$ cat src/rtl/pc_profiler_consts.svh
`ifndef PC_PROFILER_CONSTS_SVH
`define PC_PROFILER_CONSTS_SVH

// PC geometry
`define PC_W      32
`define PC_BASE   32'h0000_1000 // first binned address

// each bin covers 1 << BIN_SHIFT bytes
`define BIN_SHIFT 4
`define NUM_BINS  16
`define BIN_W     4

// saturating counter width
`define COUNT_W   8

`endif

$ cat src/rtl/pc_profiler_pkg.sv
`include "pc_profiler_consts.svh"

package pc_profiler_pkg;

  typedef enum logic [1:0] {
    e_kind_instr = 2'd0,
    e_kind_fp    = 2'd1,
    e_kind_stall = 2'd2
  } event_kind_e;

  // core state seen each cycle
  typedef struct packed {
    logic [`PC_W-1:0] exe_pc;
    logic [`PC_W-1:0] id_pc;
    logic             exe_instr_valid;
    logic             exe_icache_miss;
    logic             stall_all;
    logic             stall_id;
    logic             fp_op_valid;
    logic             bubble_valid;
    logic [`PC_W-1:0] bubble_pc; // stands in for the bubble classifier
  } trace_sample_s;

  typedef struct packed {
    logic [`PC_W-1:0] pc;
    event_kind_e      kind;
  } pc_event_s;

  typedef struct packed {
    logic [`BIN_W-1:0] bin;
    event_kind_e       kind;
  } bin_event_s;

  // address of one counter
  typedef struct packed {
    logic [`BIN_W-1:0] bin;
    event_kind_e       kind;
  } hist_query_s;

endpackage

$ cat src/rtl/pc_bin_mapper.sv
`include "pc_profiler_consts.svh"

module pc_bin_mapper (
  input  logic                        clk_i,
  input  logic                        reset_i,
  input  logic                        event_valid_i,
  input  pc_profiler_pkg::pc_event_s  event_i,
  output logic                        bin_valid_o,
  output pc_profiler_pkg::bin_event_s bin_event_o
);

  logic [`PC_W-1:0]            offset;
  logic [`PC_W-1:0]            index;
  logic                        out_of_range;
  pc_profiler_pkg::bin_event_s bin_ev;
  logic                        bin_valid_r;
  pc_profiler_pkg::bin_event_s bin_ev_r;

  assign offset = event_i.pc - `PC_BASE;
  assign index  = offset >> `BIN_SHIFT;

  // below the base or past the table, fold into the last bin
  assign out_of_range = (event_i.pc < `PC_BASE) || (index >= (`NUM_BINS - 1));

  always_comb begin
    bin_ev.kind = event_i.kind;
    bin_ev.bin  = out_of_range ? `BIN_W'(`NUM_BINS - 1) : index[`BIN_W-1:0];
  end

  always_ff @(posedge clk_i) begin
    if (reset_i) begin
      bin_valid_r <= 1'b0;
    end else begin
      bin_valid_r <= event_valid_i;
    end
  end

  always_ff @(posedge clk_i) begin
    bin_ev_r <= bin_ev;
  end

  assign bin_valid_o = bin_valid_r;
  assign bin_event_o = bin_ev_r;

endmodule

$ cat src/rtl/pc_event_classifier.sv
`include "pc_profiler_consts.svh"

module pc_event_classifier (
  input  logic                          clk_i,
  input  logic                          reset_i,
  input  logic                          sample_valid_i,
  input  pc_profiler_pkg::trace_sample_s sample_i,
  output logic                          event_valid_o,
  output pc_profiler_pkg::pc_event_s    event_o
);

  logic [`PC_W-1:0]           fp_pc_r; // pc of the op in FP execute
  logic                       ev_valid;
  pc_profiler_pkg::pc_event_s ev;
  logic                       ev_valid_r;
  pc_profiler_pkg::pc_event_s ev_r;

  // follow the instruction from decode into the FP execute stage
  always_ff @(posedge clk_i) begin
    if (reset_i) begin
      fp_pc_r <= '0;
    end else if (sample_valid_i && !sample_i.stall_all && !sample_i.stall_id) begin
      fp_pc_r <= sample_i.id_pc;
    end
  end

  // first matching rule wins
  always_comb begin
    ev_valid = 1'b0;
    ev.pc    = sample_i.exe_pc;
    ev.kind  = pc_profiler_pkg::e_kind_instr;
    if (!sample_i.stall_all && sample_i.exe_instr_valid && !sample_i.exe_icache_miss) begin
      ev_valid = 1'b1;
    end else if (sample_i.fp_op_valid && !sample_i.stall_all) begin
      ev_valid = 1'b1;
      ev.pc    = fp_pc_r; // value before this sample's update
      ev.kind  = pc_profiler_pkg::e_kind_fp;
    end else if (sample_i.bubble_valid) begin
      ev_valid = 1'b1;
      ev.pc    = sample_i.bubble_pc;
      ev.kind  = pc_profiler_pkg::e_kind_stall;
    end else if (sample_i.stall_all) begin
      ev_valid = 1'b1;
      ev.kind  = pc_profiler_pkg::e_kind_stall;
    end
  end

  always_ff @(posedge clk_i) begin
    if (reset_i) begin
      ev_valid_r <= 1'b0;
    end else begin
      ev_valid_r <= sample_valid_i & ev_valid;
    end
  end

  always_ff @(posedge clk_i) begin
    ev_r <= ev;
  end

  assign event_valid_o = ev_valid_r;
  assign event_o       = ev_r;

endmodule

$ cat src/rtl/pc_hist_counter.sv
`include "pc_profiler_consts.svh"

module pc_hist_counter (
  input  logic                         clk_i,
  input  logic                         reset_i,
  input  logic                         bin_valid_i,
  input  pc_profiler_pkg::bin_event_s  bin_event_i,
  input  logic                         query_valid_i,
  input  pc_profiler_pkg::hist_query_s query_i,
  output logic                         query_ready_o,
  output logic                         count_valid_o,
  output logic [`COUNT_W-1:0]          count_o,
  input  logic                         count_ready_i
);

  // one counter per bin and kind, three kinds
  logic [`COUNT_W-1:0] counts_r [`NUM_BINS][3];

  logic [`COUNT_W-1:0] cur_count;
  logic                at_max;
  logic                query_fire;
  logic                count_valid_r;
  logic [`COUNT_W-1:0] count_r;

  assign cur_count = counts_r[bin_event_i.bin][bin_event_i.kind];
  assign at_max    = (cur_count == {`COUNT_W{1'b1}});

  // event owns the access port; a waiting response blocks new queries
  assign query_ready_o = ~count_valid_r & ~bin_valid_i;
  assign query_fire    = query_valid_i & query_ready_o;

  always_ff @(posedge clk_i) begin
    if (reset_i) begin
      for (int b = 0; b < `NUM_BINS; b++) begin
        for (int k = 0; k < 3; k++) begin
          counts_r[b][k] <= '0;
        end
      end
    end else if (bin_valid_i && !at_max) begin
      counts_r[bin_event_i.bin][bin_event_i.kind] <= cur_count + 1'b1;
    end
  end

  // response handshake
  always_ff @(posedge clk_i) begin
    if (reset_i) begin
      count_valid_r <= 1'b0;
    end else if (query_fire) begin
      count_valid_r <= 1'b1;
    end else if (count_ready_i) begin
      count_valid_r <= 1'b0;
    end
  end

  // held until the consumer takes it
  always_ff @(posedge clk_i) begin
    if (query_fire) begin
      count_r <= counts_r[query_i.bin][query_i.kind];
    end
  end

  assign count_valid_o = count_valid_r;
  assign count_o       = count_r;

endmodule

$ cat src/rtl/pc_profiler.sv
`include "pc_profiler_consts.svh"

module pc_profiler (
  input  logic                          clk_i,
  input  logic                          reset_i,
  input  logic                          sample_valid_i,
  input  pc_profiler_pkg::trace_sample_s sample_i,
  input  logic                          query_valid_i,
  input  pc_profiler_pkg::hist_query_s  query_i,
  output logic                          query_ready_o,
  output logic                          count_valid_o,
  output logic [`COUNT_W-1:0]           count_o,
  input  logic                          count_ready_i
);

  logic                        event_valid;
  pc_profiler_pkg::pc_event_s  pc_event;
  logic                        bin_valid;
  pc_profiler_pkg::bin_event_s bin_event;

  pc_event_classifier u_classifier (
    .clk_i          (clk_i),
    .reset_i        (reset_i),
    .sample_valid_i (sample_valid_i),
    .sample_i       (sample_i),
    .event_valid_o  (event_valid),
    .event_o        (pc_event)
  );

  pc_bin_mapper u_mapper (
    .clk_i         (clk_i),
    .reset_i       (reset_i),
    .event_valid_i (event_valid),
    .event_i       (pc_event),
    .bin_valid_o   (bin_valid),
    .bin_event_o   (bin_event)
  );

  pc_hist_counter u_counter (
    .clk_i         (clk_i),
    .reset_i       (reset_i),
    .bin_valid_i   (bin_valid),
    .bin_event_i   (bin_event),
    .query_valid_i (query_valid_i),
    .query_i       (query_i),
    .query_ready_o (query_ready_o),
    .count_valid_o (count_valid_o),
    .count_o       (count_o),
    .count_ready_i (count_ready_i)
  );

endmodule

$ cat config.mk
export PLATFORM = sky130hd
export DESIGN_NAME = pc_profiler
export DESIGN_NICKNAME = d
export VERILOG_FILES = /design/src/rtl/pc_profiler_pkg.sv /design/src/rtl/pc_bin_mapper.sv /design/src/rtl/pc_event_classifier.sv /design/src/rtl/pc_hist_counter.sv /design/src/rtl/pc_profiler.sv
export VERILOG_INCLUDE_DIRS = /design/src /design/src/rtl
export SDC_FILE = /design/constraint.sdc
export NUM_CORES = 1
export LEC_CHECK = 0
export ABC_AREA = 0
export BUFFER_PORTS_ARGS = -buffer_cell sky130_fd_sc_hd__buf_2
export CAP_MARGIN = 0
export CORE_ASPECT_RATIO = 0.9
export CORE_UTILIZATION = 60
export CTS_CLUSTER_DIAMETER = 200
export DETAILED_ROUTE_END_ITERATION = 8
export PLACE_DENSITY_LB_ADDON = 0.2
export SLEW_MARGIN = 20
export SYNTH_ARGS = -nofsm -noshare
export SYNTH_HDL_FRONTEND = slang
export SYNTH_SLANG_ARGS = --single-unit
$ cat constraint.sdc
create_clock -name clk_i -period 5.4 [get_ports clk_i]
set_input_delay 1.08 -clock clk_i [delete_from_list [all_inputs] [get_ports clk_i]]
set_output_delay 1.08 -clock clk_i [all_outputs]
set_load 0.1 [all_outputs]
==> out/summary.txt <==
global routing usage summed across all routing layers -> 0.358
sequential fraction of the synthesis area -> 0.541
number of antenna violations at the first check in global routing -> 3
number of synthesized register bits -> 459
startpoint of the worst-slack reg-to-reg timing path -> u_mapper.bin_event_o[2]$_SDFF_PP1_
iteration-0 DRC count of the detailed router -> 2,739
starting utilization of the core area -> 0.612
number of maximum-capacitance violations -> 0
drt via density -> 7.31
vias in the first global route -> 16,000
Cells after Synth -> 1,702
first-pass detailed-route iteration total -> 9
proportion of layout cells with a drive suffix above 1 -> 0.348
sinks on the clock net -> 459
endpoint of the lowest-slack register-to-register path -> u_counter.counts_r[8][2]$_SDFFCE_PN0P_
vertical die dimension -> 193 um
final std cells w/o fill -> 2,298
data required time of the worst path -> 5600 ps
leakage component of the power -> 8.76 nW
hold-critical path endpoint -> u_mapper.bin_event_o[0]$_DFF_P_
wire length of the first global-routing pass -> 107,000 um
RSZ-0062 raised after global routing -> no
total of cells resized after clock tree synthesis -> 0
critical path arrival -> 4940 ps
clock tree from TritonCTS -> yes
total via count after detailed routing -> 16,800
maximum level of the CTS H-tree -> 2
footprint of the multi-input gates -> 0.0100 mm^2
startpoint kind of the worst setup timing path -> flip-flop
run status -> finished, final reports clean
post-layout net count -> 1,841
layout filler cell count -> 2,702
most frequently used flop master after synthesis -> sky130_fd_sc_hd__edfxtp_1
number of max-slew violations in the final report -> 0
final clock period utilization by the worst path -> 0.877
number of enable-type register cells in the synthesized netlist -> 392
insertion delay of the later-clocked pin in the worst-skew pair -> 610 ps
origin of the worst min-delay path -> u_classifier.event_o[0]$_SDFF_PP0_
post-synth cell types -> 52
time the final worst path needs with I/O delays and setup -> 4730 ps
number of cell rows -> 69
Synth Area per Inst -> 14.2 um^2
antenna-violating nets left -> 0
DIE WIDTH -> 214 um
setup slack of the worst register-to-register path -> 670 ps
Hold Vio Cnt, Final -> 0
DRC violations left -> 0
start-to-end type of the worst setup path -> flip-flop to flip-flop
crit end category -> flip-flop
floorplan core area -> 0.0396 mm^2
Detailed Place HPWL -> 49,800 um
number of port buffers -> 110
ANT cells -> 0
count of pins on the block boundary -> 123
die area -> 0.0412 mm^2
routability congestion estimate -> 1.06
root buf cell -> sky130_fd_sc_hd__clkbuf_16
final total negative setup slack -> 0 ps
clock buffers created by TritonCTS -> 47
Max Fclk -> 0.211 GHz
number of synthesis warnings -> 0
register cell area after layout -> 0.0131 mm^2
Synthesized Nets -> 1,816
path type of the worst min-delay path -> flip-flop to flip-flop
power density of the placed cells -> 303 mW/mm^2
placed cells -> 2,210
total setup violations reported at the end of the flow -> 0
cells on worst reg2reg path -> 9
tightest slew margin relative to the limit -> 0.273
Post-Synthesis Cell Area -> 0.0243 mm^2
synthesis-to-finish area growth -> 10.4%
largest vdd supply drop -> 0.211 mV
clock-pin slew of the registers on the worst-case setup and hold paths -> 60 ps
Detailed Route WL -> 73,100 um
buffer count from post-CTS setup fixing -> 0
count of hold-fix buffers inserted at cts -> 0
worst clock skew -> 30.7 ps
Max Buffers Root-to-Sink -> 3
largest net degree at the start of global routing -> 80
hold depth -> 0
average wire per standard cell -> 31.8 um
pin slew with the least headroom to its limit -> 1090 ps
proportion of register bits with asynchronous set or reset after synthesis -> 0
critical path peak fanout -> 28
overflow left after global routing -> 0
[critical path: stages (launching register included)]
cell and delay (ps):
sky130_fd_sc_hd__dfxtp_4 750, sky130_fd_sc_hd__buf_4 300, sky130_fd_sc_hd__mux4_2 590, sky130_fd_sc_hd__mux4_2 480, sky130_fd_sc_hd__nor2b_1 140, sky130_fd_sc_hd__a211o_1 400
sky130_fd_sc_hd__nand4_2 410, sky130_fd_sc_hd__o21bai_4 230, sky130_fd_sc_hd__buf_4 240, sky130_fd_sc_hd__o21bai_1 770
[cell type report]
type                    count  area share
multi-input cells         988       0.374
repair buffers            190      0.0489
inverters                  41     0.00575
clock inverters            33      0.0101
well taps                 532      0.0249
clock buffers              55      0.0466
flip-flops and latches    459       0.490
[worst max path at each step]
stage                                                  start                                       end  slack [ps]  cells after the start
final                     u_mapper.bin_event_o[2]$_SDFF_PP1_    u_counter.counts_r[8][2]$_SDFFCE_PN0P_         670                      9
after global routing      u_mapper.bin_event_o[2]$_SDFF_PP1_    u_counter.counts_r[8][2]$_SDFFCE_PN0P_         540                      9
after CTS                 u_mapper.bin_event_o[2]$_SDFF_PP1_    u_counter.counts_r[8][5]$_SDFFCE_PN0P_         700                      9
after detailed placement  u_mapper.bin_event_o[2]$_SDFF_PP1_    u_counter.counts_r[8][1]$_SDFFCE_PN0P_         730                      9
after global placement    u_mapper.bin_event_o[2]$_SDFF_PP1_   u_counter.counts_r[10][0]$_SDFFCE_PN0P_         760                      9
after floorplan           u_mapper.bin_event_o[2]$_SDFF_PP1_  u_counter.counts_r[10][16]$_SDFFCE_PN0P_        1160                     17
[metal layers]
layer / GRT usage / share of wire
met5: 0 / 0.00018
met4: 0.0888 / 0.025
met3: 0.111 / 0.15
met2: 0.545 / 0.46
met1: 0.508 / 0.37
[sequential cells by signal, indices dropped and copies added, names as in the netlist]
| name | flops |
|---|---|
| u_mapper.bin_valid_o | 1 |
| u_classifier.event_valid_o | 1 |
| u_mapper.bin_event_o | 6 |
| u_counter.count_o | 8 |
| u_classifier.fp_pc_r | 28 |
| u_classifier.event_o | 30 |
| u_counter.counts_r | 384 |
| u_counter.count_valid_o | 1 |
[stage by stage]
stage	setup WS [ps]	power (mW)	util	hold WS, ps	area (um^2)
final	665	8.10	0.675	331	26800
after global routing	539	8.27	0.675	360	26800
after CTS	695	8.08	0.675	327	26800
after detailed placement	725	4.90	0.637	312	25200
after global placement	760	4.88	0.637	313	25200
after floorplan	1160	4.61	-	310	24300
[power breakdown]
group	internal, mW	switching, mW	total (mW)
registers	3.98	0.0703	4.05
logic	0.293	0.516	0.809
clock network	1.85	1.40	3.24
total	6.12	1.98	8.10
[placed cells by master (no fill, tap or decap), drive strengths merged, types with 3 or more instances in the layout]
cell      n
mux2i     8
edfxtp  392
buf     190
a22oi    36
nor2     99
nor3b     3
o22ai     9
a21oi    49
nor2b    10
nand2    87
bufinv    4
nor3    197
and2      6
clkbuf   55
nand2b   16
or3       5
nand4     3
inv      42
clkinv   27
dfxtp    67
nand3    15
and3      4
or2       7
nor4    114
o21bai   39
xnor2     3
a222oi   28
a211o     3
o21ai    13
mux4    222
[synth_stat cells, types with 5 or more instances]
| library cell | n | area [um^2] |
|---|---|---|
| sky130_fd_sc_hd__a21oi_1 | 48 | 240 |
| sky130_fd_sc_hd__a222oi_1 | 28 | 280 |
| sky130_fd_sc_hd__a22oi_1 | 36 | 270 |
| sky130_fd_sc_hd__and2_1 | 5 | 31.3 |
| sky130_fd_sc_hd__buf_1 | 22 | 82.6 |
| sky130_fd_sc_hd__buf_2 | 52 | 260 |
| sky130_fd_sc_hd__buf_4 | 10 | 75.1 |
| sky130_fd_sc_hd__buf_6 | 26 | 293 |
| sky130_fd_sc_hd__clkbuf_1 | 104 | 390 |
| sky130_fd_sc_hd__dfxtp_1 | 67 | 1340 |
| sky130_fd_sc_hd__edfxtp_1 | 392 | 11800 |
| sky130_fd_sc_hd__inv_1 | 40 | 150 |
| sky130_fd_sc_hd__mux2i_1 | 8 | 80.1 |
| sky130_fd_sc_hd__mux4_2 | 222 | 5000 |
| sky130_fd_sc_hd__nand2_1 | 87 | 327 |
| sky130_fd_sc_hd__nand2b_1 | 16 | 100 |
| sky130_fd_sc_hd__nand3_1 | 15 | 75.1 |
| sky130_fd_sc_hd__nor2_1 | 99 | 372 |
| sky130_fd_sc_hd__nor2b_1 | 10 | 62.6 |
| sky130_fd_sc_hd__nor3_1 | 174 | 871 |
| sky130_fd_sc_hd__nor3_2 | 23 | 230 |
| sky130_fd_sc_hd__nor4_1 | 40 | 250 |
| sky130_fd_sc_hd__nor4_2 | 74 | 926 |
| sky130_fd_sc_hd__o21ai_1 | 10 | 50.1 |
| sky130_fd_sc_hd__o21bai_1 | 38 | 285 |
| sky130_fd_sc_hd__o22ai_1 | 9 | 56.3 |
| sky130_fd_sc_hd__or2_2 | 7 | 43.8 |
| sky130_fd_sc_hd__or3_1 | 5 | 31.3 |
[logic make-up (layout without fill, tap and decap cells)]
group,count (synthesis),after routing,synth area share
simple gates,571,571,0.143
compound gates,181,181,0.0529
mux,231,231,0.210
fa+ha+maj,2,2,0.000929
buf+inv,255,319,0.0517
flops,459,459,0.541
xor+xnor,3,3,0.00108
No activity file was read; power rests on OpenSTA's default activity.
